**config.mk**
```make
export PLATFORM = sky130hd
export DESIGN_NAME = store_unit_top
export DESIGN_NICKNAME = d
export VERILOG_FILES = /design/src/vec_cfg_pkg.sv /design/src/store_bus_pkg.sv /design/src/store_unit_top.sv /design/src/elem_extract.sv /design/src/lane_bank.sv /design/src/lane_pack.sv /design/src/store_sequencer.sv
export SDC_FILE = /design/constraint.sdc
export NUM_CORES = 2
export LEC_CHECK = 0
export ABC_AREA = 1
export BUFFER_PORTS_ARGS = -buffer_cell sky130_fd_sc_hd__buf_2
export CORE_MARGIN = 8
export CORE_UTILIZATION = 50
export DETAILED_ROUTE_END_ITERATION = 12
export PLACE_DENSITY = 0.66
export SYNTH_ARGS = -nofsm -noshare
export SYNTH_HDL_FRONTEND = slang
export SYNTH_SLANG_ARGS = --single-unit
```
**constraint.sdc**
```tcl
create_clock -name clk -period 9.8 [get_ports clk]
set_clock_uncertainty 0.15 [all_clocks]
set_input_delay 1.96 -clock clk [delete_from_list [all_inputs] [get_ports clk]]
set_output_delay 1.96 -clock clk [all_outputs]
set_load 0.1 [all_outputs]
```
**src/vec_cfg_pkg.sv**
```systemverilog
// Store configuration types
// Element width, addressing mode and the latched transfer setup

package vec_cfg_pkg;

  // Element width, coded as log2 of the element bytes
  typedef enum logic [1:0] {
    SEW_8  = 2'd0,
    SEW_16 = 2'd1,
    SEW_32 = 2'd2
  } sew_e;

  typedef enum logic {
    MODE_UNIT    = 1'b0,  // Step is the element size
    MODE_STRIDED = 1'b1   // Step is the stride field
  } stride_mode_e;

  // One store transfer as given by the control side
  typedef struct packed {
    sew_e         sew;
    stride_mode_e mode;
    logic [31:0]  base_addr;
    logic [31:0]  stride;     // Byte stride, strided mode only
    logic [7:0]   batches;    // Lane writes per transfer
  } store_cfg_t;

endpackage : vec_cfg_pkg
```
**src/store_bus_pkg.sv**
```systemverilog
// Store datapath types
// Bank word union, read request and output beat, plus size limits

package store_bus_pkg;
  import vec_cfg_pkg::*;

  localparam int MAX_LANES   = 16;  // Upper limit for LANES
  localparam int BANK_ADDR_W = 8;   // Bank word address, DEPTH up to 256

  // A bank word seen as bytes, halfwords or a full word
  typedef union packed {
    logic [3:0][7:0]  b;
    logic [1:0][15:0] h;
    logic [31:0]      w;
  } elem_word_u;

  // One element read, issued by the sequencer
  typedef struct packed {
    logic                   valid;
    logic [3:0]             lane;
    logic [BANK_ADDR_W-1:0] word_addr;
    logic [1:0]             slot;       // Byte or halfword slot in the word
    sew_e                   sew;
    logic [31:0]            addr;       // Full byte address of the element
  } rd_req_t;

  // Memory beat at the output
  typedef struct packed {
    logic [31:0] addr;    // Word aligned
    logic [31:0] data;
    logic [3:0]  strobe;
  } beat_t;

endpackage : store_bus_pkg

```
**src/store_unit_top.sv**
```systemverilog
// Store unit top level
// Sequencer, lane packer, one bank per lane and the element extractor
`timescale 1ns/1ps

module store_unit_top
  import vec_cfg_pkg::*;
  import store_bus_pkg::*;
#(
  parameter int LANES   = 4,
  parameter int DEPTH   = 16,
  parameter int CREDITS = 4
) (
  input  logic                   clk,
  input  logic                   rstn,
  input  logic                   cfg_load_i,
  input  store_cfg_t             cfg_i,
  input  logic                   lane_valid_i,
  input  logic [LANES-1:0][31:0] lane_elem_i,
  input  logic                   credit_return_i,
  output logic                   fill_ready_o,
  output logic                   beat_valid_o,
  output beat_t                  beat_o,
  output logic                   done_o
);

  logic [7:0]             wr_batch;
  logic                   wr_stb;
  rd_req_t                rd_req;
  logic                   bank_we;
  logic [BANK_ADDR_W-1:0] bank_waddr;
  logic [3:0]             bank_be;
  elem_word_u [LANES-1:0] bank_wdata;
  elem_word_u [LANES-1:0] bank_rdata;

  store_sequencer #(
    .LANES   (LANES),
    .DEPTH   (DEPTH),
    .CREDITS (CREDITS)
  ) sequencer_i (
    .clk             (clk),
    .rstn            (rstn),
    .cfg_load_i      (cfg_load_i),
    .cfg_i           (cfg_i),
    .lane_valid_i    (lane_valid_i),
    .credit_return_i (credit_return_i),
    .fill_ready_o    (fill_ready_o),
    .wr_batch_o      (wr_batch),
    .wr_stb_o        (wr_stb),
    .rd_req_o        (rd_req),
    .done_o          (done_o)
  );

  // Element width of the running transfer rides on the request bus
  lane_pack #(.LANES(LANES)) pack_i (
    .clk          (clk),
    .rstn         (rstn),
    .wr_stb_i     (wr_stb),
    .wr_batch_i   (wr_batch),
    .sew_i        (rd_req.sew),
    .lane_elem_i  (lane_elem_i),
    .bank_we_o    (bank_we),
    .bank_waddr_o (bank_waddr),
    .bank_be_o    (bank_be),
    .bank_wdata_o (bank_wdata)
  );

  for (genvar l = 0; l < LANES; l++) begin : g_bank
    lane_bank #(.DEPTH(DEPTH)) bank_i (
      .clk     (clk),
      .we_i    (bank_we),
      .waddr_i (bank_waddr),
      .be_i    (bank_be),
      .wdata_i (bank_wdata[l]),
      .raddr_i (rd_req.word_addr),
      .rdata_o (bank_rdata[l])
    );
  end

  elem_extract #(.LANES(LANES)) extract_i (
    .clk          (clk),
    .rstn         (rstn),
    .rd_req_i     (rd_req),
    .bank_rdata_i (bank_rdata),
    .beat_valid_o (beat_valid_o),
    .beat_o       (beat_o)
  );

endmodule : store_unit_top

```
**src/elem_extract.sv**
```systemverilog
// Element extractor
// Lane select, slot decode with zero extension, data and strobe rotation,
// registered output beat
`timescale 1ns/1ps

module elem_extract
  import vec_cfg_pkg::*;
  import store_bus_pkg::*;
#(
  parameter int LANES = 4
) (
  input  logic                   clk,
  input  logic                   rstn,
  input  rd_req_t                rd_req_i,
  input  elem_word_u [LANES-1:0] bank_rdata_i,
  output logic                   beat_valid_o,
  output beat_t                  beat_o
);

  rd_req_t     req_q;     // Aligned with the bank read data
  elem_word_u  word;
  logic [31:0] elem;
  logic [3:0]  mask;
  logic [1:0]  offs;
  logic [63:0] data_dbl;
  logic [7:0]  strb_dbl;

  always_ff @(posedge clk) begin
    req_q <= rd_req_i;
    if (!rstn)
      req_q.valid <= 1'b0;
  end

  assign word = bank_rdata_i[req_q.lane];
  assign offs = req_q.addr[1:0];

  ////////////////////////////////////////////////////////////
  // Slot decode and rotation to byte lane
  ////////////////////////////////////////////////////////////
  always_comb begin
    case (req_q.sew)
      SEW_8: begin
        elem = {24'h0, word.b[req_q.slot]};
        mask = 4'b0001;
      end
      SEW_16: begin
        elem = {16'h0, word.h[req_q.slot[0]]};
        mask = 4'b0011;
      end
      default: begin
        elem = word.w;
        mask = 4'b1111;
      end
    endcase
    data_dbl = {elem, elem} << {offs, 3'b000};  // Upper half is the rotate left
    strb_dbl = {mask, mask} << offs;
  end

  always_ff @(posedge clk) begin
    if (!rstn) beat_valid_o <= 1'b0;
    else       beat_valid_o <= req_q.valid;
  end

  always_ff @(posedge clk) begin
    beat_o.addr   <= {req_q.addr[31:2], 2'b00};
    beat_o.data   <= data_dbl[63:32];
    beat_o.strobe <= strb_dbl[7:4];
  end

endmodule : elem_extract

```
**src/lane_bank.sv**
```systemverilog
// Lane bank
// Simple dual-port RAM, byte write enables, one-cycle registered read
`timescale 1ns/1ps

module lane_bank
  import store_bus_pkg::*;
#(
  parameter int DEPTH = 16
) (
  input  logic                   clk,
  input  logic                   we_i,
  input  logic [BANK_ADDR_W-1:0] waddr_i,
  input  logic [3:0]             be_i,
  input  elem_word_u             wdata_i,
  input  logic [BANK_ADDR_W-1:0] raddr_i,
  output elem_word_u             rdata_o
);

  localparam int AW = $clog2(DEPTH);

  elem_word_u mem [DEPTH];

  always_ff @(posedge clk) begin
    if (we_i) begin
      for (int i = 0; i < 4; i++) begin
        if (be_i[i])
          mem[waddr_i[AW-1:0]].b[i] <= wdata_i.b[i];  // Byte column write
      end
    end
    rdata_o <= mem[raddr_i[AW-1:0]];
  end

endmodule : lane_bank

```
**src/lane_pack.sv**
```systemverilog
// Lane packer
// Places each lane element in its slot and registers the bank write
`timescale 1ns/1ps

module lane_pack
  import vec_cfg_pkg::*;
  import store_bus_pkg::*;
#(
  parameter int LANES = 4
) (
  input  logic                         clk,
  input  logic                         rstn,
  input  logic                         wr_stb_i,
  input  logic [7:0]                   wr_batch_i,
  input  sew_e                         sew_i,
  input  logic [LANES-1:0][31:0]       lane_elem_i,
  output logic                         bank_we_o,
  output logic [BANK_ADDR_W-1:0]       bank_waddr_o,
  output logic [3:0]                   bank_be_o,
  output elem_word_u [LANES-1:0]       bank_wdata_o
);

  logic [BANK_ADDR_W-1:0] waddr;
  logic [1:0]             slot;
  logic [3:0]             be;
  elem_word_u [LANES-1:0] wdata;

  // Batch index to word and slot
  always_comb begin
    waddr = BANK_ADDR_W'(wr_batch_i >> (2'd2 - sew_i));  // Divide by slots per word
    case (sew_i)
      SEW_8: begin
        slot = wr_batch_i[1:0];
        be   = 4'b0001 << slot;
      end
      SEW_16: begin
        slot = {1'b0, wr_batch_i[0]};
        be   = 4'b0011 << {slot[0], 1'b0};
      end
      default: begin
        slot = 2'b00;
        be   = 4'b1111;
      end
    endcase
  end

  always_comb begin
    for (int l = 0; l < LANES; l++) begin
      wdata[l].w = '0;
      case (sew_i)
        SEW_8:   wdata[l].b[slot]    = lane_elem_i[l][7:0];
        SEW_16:  wdata[l].h[slot[0]] = lane_elem_i[l][15:0];
        default: wdata[l].w          = lane_elem_i[l];
      endcase
    end
  end

  always_ff @(posedge clk) begin
    if (!rstn) bank_we_o <= 1'b0;
    else       bank_we_o <= wr_stb_i;
  end

  always_ff @(posedge clk) begin
    if (wr_stb_i) begin
      bank_waddr_o <= waddr;
      bank_be_o    <= be;
      bank_wdata_o <= wdata;
    end
  end

endmodule : lane_pack

```
**src/store_sequencer.sv**
```systemverilog
// Store sequencer
// Config latch, batch and element counters, address generator, credit counter
`timescale 1ns/1ps

module store_sequencer
  import vec_cfg_pkg::*;
  import store_bus_pkg::*;
#(
  parameter int LANES   = 4,
  parameter int DEPTH   = 16,
  parameter int CREDITS = 4
) (
  input  logic       clk,
  input  logic       rstn,
  input  logic       cfg_load_i,
  input  store_cfg_t cfg_i,
  input  logic       lane_valid_i,
  input  logic       credit_return_i,
  output logic       fill_ready_o,
  output logic [7:0] wr_batch_o,
  output logic       wr_stb_o,
  output rd_req_t    rd_req_o,
  output logic       done_o
);

  localparam int LOG_LANES = $clog2(LANES);
  localparam int ELEM_W    = 8 + $clog2(MAX_LANES);
  localparam int CRED_W    = $clog2(CREDITS + 1);
  localparam int DEPTH_W   = $clog2(DEPTH);

  typedef enum logic [1:0] {S_IDLE, S_FILL, S_ISSUE, S_DONE} seq_state_e;

  seq_state_e        state_q;
  store_cfg_t        cfg_q;
  logic [7:0]        batch_q;     // Accepted batches
  logic [ELEM_W-1:0] issue_q;     // Next element to read
  logic [ELEM_W-1:0] beat_q;      // Beats already out
  logic [ELEM_W-1:0] elem_total;
  logic [CRED_W-1:0] credit_q;
  logic [1:0]        inflight_q;  // Request valid delayed to the beat cycle
  logic [31:0]       addr_q;
  logic [31:0]       step;
  logic [7:0]        elem_batch;
  logic [7:0]        word_idx;
  logic [1:0]        slot_mask;
  logic              accept;
  logic              issue;
  rd_req_t           req_q;

  assign fill_ready_o = (state_q == S_FILL);
  assign done_o       = (state_q == S_DONE);
  assign accept       = fill_ready_o & lane_valid_i;
  assign wr_stb_o     = accept;
  assign wr_batch_o   = batch_q;
  assign rd_req_o     = req_q;

  assign elem_total = ELEM_W'(cfg_q.batches) << LOG_LANES;
  assign issue = (state_q == S_ISSUE) && (issue_q != elem_total) && (credit_q != '0);

  ////////////////////////////////////////////////////////////
  // Element to lane, word and slot
  ////////////////////////////////////////////////////////////
  assign step       = (cfg_q.mode == MODE_STRIDED) ? cfg_q.stride : (32'd1 << cfg_q.sew);
  assign elem_batch = 8'(issue_q >> LOG_LANES);
  assign word_idx   = elem_batch >> (2'd2 - cfg_q.sew);  // Divide by slots per word

  always_comb begin
    case (cfg_q.sew)
      SEW_8:   slot_mask = 2'b11;  // Four slots per word
      SEW_16:  slot_mask = 2'b01;
      default: slot_mask = 2'b00;
    endcase
  end

  ////////////////////////////////////////////////////////////
  // Transfer control
  ////////////////////////////////////////////////////////////
  always_ff @(posedge clk) begin
    if (!rstn) begin
      state_q <= S_IDLE;
      cfg_q   <= '0;
      batch_q <= '0;
      issue_q <= '0;
      beat_q  <= '0;
      addr_q  <= '0;
    end else if (cfg_load_i) begin
      state_q <= S_FILL;
      cfg_q   <= cfg_i;
      batch_q <= '0;
      issue_q <= '0;
      beat_q  <= '0;
    end else begin
      case (state_q)
        S_FILL: begin
          if (accept) begin
            batch_q <= batch_q + 8'd1;
            if (batch_q == cfg_q.batches - 8'd1) begin
              state_q <= S_ISSUE;            // Next cycle is the guard cycle
              addr_q  <= cfg_q.base_addr;
            end
          end
        end
        S_ISSUE: begin
          if (issue) begin
            issue_q <= issue_q + ELEM_W'(1);
            addr_q  <= addr_q + step;
          end
          if (inflight_q[1]) begin
            beat_q <= beat_q + ELEM_W'(1);
            if (beat_q == elem_total - ELEM_W'(1))
              state_q <= S_DONE;           // Last beat leaves this cycle
          end
        end
        default: ;
      endcase
    end
  end

  // Credits and in-flight tracking
  always_ff @(posedge clk) begin
    if (!rstn) begin
      credit_q   <= CRED_W'(CREDITS);
      inflight_q <= '0;
    end else begin
      credit_q   <= credit_q + CRED_W'(credit_return_i) - CRED_W'(issue);
      inflight_q <= {inflight_q[0], req_q.valid};
    end
  end

  // Read request with the element width of the loaded config
  always_ff @(posedge clk) begin
    if (!rstn) begin
      req_q.valid <= 1'b0;
      req_q.sew   <= SEW_8;
    end else begin
      req_q.valid <= issue;
      if (cfg_load_i)
        req_q.sew <= cfg_i.sew;
    end
    if (issue) begin
      req_q.lane      <= 4'(issue_q & ELEM_W'(LANES - 1));
      req_q.word_addr <= BANK_ADDR_W'(word_idx[DEPTH_W-1:0]);
      req_q.slot      <= elem_batch[1:0] & slot_mask;
      req_q.addr      <= addr_q;
    end
  end

endmodule : store_sequencer

```
**After elaboration in Yosys (flattened, before gate mapping)**

Memory sizes are Yosys's and may differ from the RTL's. A register that Yosys moved wholly into a read port is not among the register bits.
Index checks and enable logic that the tools add are counted.
W data, S select, Z words.

- Register bits after elaboration: 430
- Latch bits: 0
- Bits in writable memories: 2,048
- Memory bits (read-only): 0
- Input port bits: 208
- Output and inout port bits: 71
- Word-level logic and storage cells: 148
- Memories: 4

Memory list:

| name | depth | width | read ports | clocked after memory_dff | write ports | RTL line | RTL |
|---|---|---|---|---|---|---|---|
| g_bank[0].bank_i.mem | 16 | 32 | 1 | 1 | 1 | lane_bank.sv:21 | `elem_word_u mem [DEPTH];` |
| g_bank[1].bank_i.mem | 16 | 32 | 1 | 1 | 1 | lane_bank.sv:21 |  |
| g_bank[2].bank_i.mem | 16 | 32 | 1 | 1 | 1 | lane_bank.sv:21 |  |
| g_bank[3].bank_i.mem | 16 | 32 | 1 | 1 | 1 | lane_bank.sv:21 |  |

- Add/subtract/negate cells: 9
- Multiply operators: 0
- Div/mod/pow operators: 0
- Magnitude comparators: 7
- Equal/unequal tests: 17
- Shift operators: 7
- Muxes and demuxes: 42
- Bitwise gates (word level): 12
- Reductions and logical operators: 16

Operators by type and width:

| kind | number |
|---|---|
| $pmux W32 S2 | 6 |
| $and A32 B32 Y32 | 8 |
| $mux W32 | 5 |
| $bmux W32 S2 | 1 |
| $shl A64 B5 Y64 | 1 |
| $mux W16 | 3 |
| $add A32 B32 Y32 | 1 |
| $shl A1 B2 Y32 const A | 1 |
| $add A12 B1 Y12 const B | 2 |
| $bmux W8 S2 | 1 |
| $demux W16 S1 | 1 |
| $demux W8 S2 | 1 |
| $mux W8 | 2 |
| $pmux W4 S2 | 2 |
| $shr A8 B2 Y4 | 2 |
| $reduce_and A5 Y1 | 3 |
| $mux W1 | 13 |
| $eq A12 B12 Y1 | 1 |
| $ne A12 B10 Y1 | 1 |
| $pmux W2 S2 | 3 |
| $sub A10 B1 Y11 const B | 1 |
| $lt A2 B3 Y1 const B | 3 |
| $add A8 B1 Y8 const B | 1 |
| $eq A8 B8 Y1 | 1 |
| other kinds (26) | 46 |

**Longest topological paths before layout**

- Depth in word-level cells: 8
- Depth in mapped cells: 24
- Depth with buffers taken out: 21

**Cells and area by module**

Synthesis repeated with hierarchy kept, for this count alone.

- Cell total of the unflattened synthesis: 11,549
- Area total of the unflattened synthesis: 113,868.0 µm²

By module, submodules not included:

| module | instances | cells an instance | area each (µm²) | sequential area each (µm²) |
|---|---|---|---|---|
| lane_bank | 4 | 2,195 | 23,015.8 | 16,015.4 |
| store_sequencer | 1 | 1,446 | 10,044.6 | 4,144.0 |
| lane_pack | 1 | 665 | 6,961.7 | 4,224.1 |
| elem_extract | 1 | 658 | 4,798.4 | 2,122.0 |

**Worst setup path after synthesis**

No wires, ideal clock.

- Path kind: input -> register
- Start: input lane_valid_i
- End: register pack_i.bank_be_o[0] (enable)
- Setup time: 488 ps
- Arrival: 4,892 ps
- Data required time: 9,162 ps
- Setup slack: 4,270 ps
- Stages: 3
- Path buffers: 1
- Cells stage by stage: nand2_1 -> clkbuf_1 -> inv_1

- Word-level cells in the longest chain between the ends: 1

Ends and longest elaborated chain:

| what | RTL line | RTL |
|---|---|---|
| start, declared | store_unit_top.sv:17 | `input logic lane_valid_i,` |
| $and A1 B1 Y1 | store_sequencer.sv:52 | `assign accept = fill_ready_o & lane_valid_i;` |
| via pack_i.wr_stb_i | lane_pack.sv:13 | `input logic wr_stb_i,` |
| end signal, assigned | lane_pack.sv:66 | `bank_be_o <= be;` |
| end, declared | lane_pack.sv:19 | `output logic [3:0] bank_be_o,` |

The timed path passes the listed nets, and every way through them passes these cells.
A chain may end at the register's enable or synchronous reset.

**Worst setup path after layout**

- Start: register sequencer_i.state_q[0]
- End: output fill_ready_o

- Word-level cells in the longest chain between the ends: 1

Ends and longest elaborated chain:

| what | RTL line | RTL |
|---|---|---|
| start, declared | store_sequencer.sv:33 | `seq_state_e state_q;` |
| start signal, assigned | store_sequencer.sv:80 | `state_q <= S_IDLE;` |
| start signal, assigned | store_sequencer.sv:87 | `state_q <= S_FILL;` |
| start signal, assigned | store_sequencer.sv:98 | `state_q <= S_ISSUE;` |
| $eq A2 B1 Y1 | store_sequencer.sv:50 | `assign fill_ready_o = (state_q == S_FILL);` |
| end, declared | store_unit_top.sv:20 | `output logic fill_ready_o,` |

Every way passes these cells.

==> flow_metrics.py <==
metrics = {
    "worst_setup_path": {
        "end_kind": "output pin",
        "reg2reg_depth": 7,
        "start_kind": "flop",
        "rr_endpoint": "g_bank[3].bank_i.rdata_o[0]",
        "crit_required_ns": 7.69,
        "worstSetupPathType": "reg2out",
        "worstPathArrival_ns": 2.08,
        "rr_startpoint": "sequencer_i.rd_req_o[36]",
        "rrSetupSlack_ns": 5.63,
        "crit_fanout": 4,
    },
    "global_routing": {
        "grt_pass1_wl_mm": 452,
        "grt_overflow": 0,
        "grt.total_usage_pct": 27.9,
        "grt_max_degree": 230,
        "antenna_found_initial": 10,
        "grt_pass1_vias": 67100,
    },
    "yosys": {
        "syn_area_um2": 102000,
        "synth.distinct_cells": 48,
        "synthTopCellsByArea": "edfxtp_1 65%, dfxtp_1 7.5%, o21ai_0 6.8%",
        "ys_warn_count": 0,
        "synth_flop_cell": "edfxtp_1",
        "ys_seq_area_share_pct": 72.9,
        "ys_seq_elements": 2604,
        "syn_avg_cell_area_um2": 12.1,
        "yosysTopAreaCell": "edfxtp_1",
        "synth-edff-count": 2224,
        "synthCells": 8440,
        "synth_top_area_share_pct": 65.4,
        "async_reset_ff_share_pct": 0,
    },
    "timing": {
        "slew_headroom_pct": 26.7,
        "worstMarginPinSlew_ns": 1.10,
        "fin_ws_ns": 5.61,
        "rsz0062_at_grt": "no",
        "max_freq_mhz": 239,
        "fin_crit_ns": 4.19,
        "whs_ns": 0.172,
        "post-route-period-util_pct": 42.7,
        "finalSetupTns_ns": 0,
        "finalHoldViolations": 0,
        "setup_viol": 0,
        "final_max_slew_viol_count": 0,
    },
    "pwr": {
        "power_frac_seq_pct": 52.7,
        "power_density_nw_per_um2": 202,
        "swShare_pct": 21.1,
        "pwr-share-clk_pct": 44.3,
        "vdd_drop_max_uv": 206,
        "p_int_uw": 18400,
        "p_switching_uw": 4910,
        "power_frac_comb_pct": 3.0,
        "cellLeakagePower_uw": 0.0397,
    },
    "floorplanning": {
        "placementRows": 166,
        "core_area_um2": 204000,
        "start_util_pct": 50.1,
        "die_h_um": 468,
        "die_area_um2": 219000,
        "io_pins": 279,
        "die_w_um": 468,
    },
    "cts": {
        "cts_tree": "yes",
        "cts_made_buffers": 280,
        "cts_buffer_depth": 4,
        "clock-root-buffer": "clkbuf_16",
        "post_cts_buffers": 0,
        "insertion_delay_ns": 0.95,
        "htreeDepth": 5,
        "post_cts_resized": 0,
        "clock_sinks": 2604,
        "clk_pin_slew_worst_paths_ns": 0.06,
        "hold_buffers": 0,
    },
    "detailed_routing": {
        "drtAntennaViolNets": 0,
        "drc": 0,
        "viasPerCell": 6.13,
        "routed_wirelength_mm": 313,
        "wl_per_cell_um": 27.2,
        "drtIter0Drc": 9330,
        "drt_first_pass_iters": 6,
        "num_vias": 70300,
    },
    "finish": {
        "final_nets": 8832,
        "drive_gt1_share_pct": 10.4,
        "fillers": 16300,
        "area_growth_pct": 12.8,
        "fin_cells": 11500,
        "final_util_pct": 56.5,
    },
    "worst_hold_path": {
        "min-delay-path-class": "reg2reg",
        "hold_path_depth": 0,
        "hold_end": "extract_i.req_q[16]",
        "hold_start": "sequencer_i.rd_req_o[16]",
    },
    "placed_design": {
        "dp_hpwl_mm": 173,
        "place_ws_ns": 5.54,
        "place_inst": 11000,
        "portBuffers": 276,
        "globalplace.congestion": 0.928,
    },
    "run_status": {
        "status": "complete, no violations",
    },
    "job": {
        "maxCapViolations": 0,
    },
}
logic make-up after synthesis:
kind of cell,count (synthesis),share of synthesized area [%]
buf+inv,889,3.43
compound gates,2254,12.7
xor+xnor,20,0.172
flops,2604,72.9
mux,27,0.267
fa+ha+maj,47,0.591
simple gates,2598,9.99
other cells,1,0.00367
cell usage in the layout, fill, tap and decap left out, drive strengths merged, types with 83 or more instances in the layout:
| cell type | netlist | final |
|---|---|---|
| edfxtp | 2224 | 2224 |
| nor2 | 1474 | 1474 |
| o21ai | 1404 | 1404 |
| nand2 | 855 | 855 |
| buf | 124 | 406 |
| o22ai | 390 | 390 |
| dfxtp | 380 | 380 |
| clkbuf | 428 | 372 |
| inv | 331 | 339 |
| o221ai | 228 | 228 |
| nand3 | 219 | 219 |
| a21oi | 114 | 114 |
| clkinv | 6 | 92 |
| o211ai | 83 | 83 |
through the flow:
step                      instance area, um^2  power, uW
after floorplan                        102000      12800
after global placement                 106000      13200
after detailed placement               106000      13200
after CTS                              115000      23400
after global routing                   115000      23900
final                                  115000      23300
sequential cells by signal, indices dropped and copies added (netlist names), 4 cells and up:
signal                  cells
g_bank.bank_i.mem        2048
g_bank.bank_i.rdata_o     128
pack_i.bank_wdata_o       128
sequencer_i.cfg_q          75
extract_i.beat_o           66
sequencer_i.rd_req_o       41
extract_i.req_q            36
sequencer_i.addr_q         32
sequencer_i.beat_q         12
sequencer_i.issue_q        12
sequencer_i.wr_batch_o      8
pack_i.bank_be_o            4
pack_i.bank_waddr_o         4
cell usage after synthesis, types with 5 or more instances:
cell and number:
a21oi_1 113, a32oi_1 13, buf_1 21, buf_2 93, buf_4 6, clkbuf_1 428, clkinv_1 6, dfxtp_1 380
edfxtp_1 2224, ha_1 45, inv_1 325, inv_2 6, mux2i_1 25, nand2_1 850, nand3_1 218, nand3b_1 8
nand4_1 11, nor2_1 1467, nor2_2 6, nor3_1 14, o211ai_1 83, o21ai_0 1387, o21ai_1 17, o221ai_1 228
o22ai_1 390, o32ai_1 11, or2_2 5, xor2_1 16
power groups by stage:
stage	Clock [uW]	Sequential, uW	Combinational (uW)
final	10300	12300	694
after global routing	10900	12300	740
after CTS	10400	12300	682
after detailed placement	0	12500	678
after global placement	0	12500	671
after floorplan	0	12500	347
layout make-up:
type | instances | area, um^2 | area share, %
sequential | 2604 | 74400 | 64.6
multi-input combinational | 4948 | 24700 | 21.5
clock buffer | 372 | 7830 | 6.79
tap | 2688 | 3360 | 2.92
timing repair buffer | 406 | 2480 | 2.15
inverter | 337 | 1300 | 1.13
clock inverter | 116 | 1070 | 0.925
antenna | 10 | 25.0 | 0.0217
routing by layer:
layer	track usage, %	wire, um	up-vias
li1	-	-	30900
met3	5.17	31300	835
met4	15.9	20900	6
met5	0	42	-
met1	36.9	118000	34400
met2	43.4	142000	4150
how the worst max path moves through the flow:
stage	startpoint	cells past startpoint	to
after floorplan	lane_valid_i	3	pack_i.bank_be_o[0]
after global placement	cfg_load_i	8	sequencer_i.addr_q[13]
after detailed placement	lane_valid_i	5	pack_i.bank_wdata_o[17]
after CTS	sequencer_i.state_q[0]	3	fill_ready_o
after global routing	sequencer_i.rd_req_o[36]	7	g_bank[3].bank_i.rdata_o[3]
final	sequencer_i.state_q[0]	3	fill_ready_o
critical path, stage by stage, from the launching register on:
cell,delay [ns]
dfxtp_1,0.36
inv_1,0.09
nor2_2,0.22
buf_2,0.53
(Power assumes the default switching activity.)
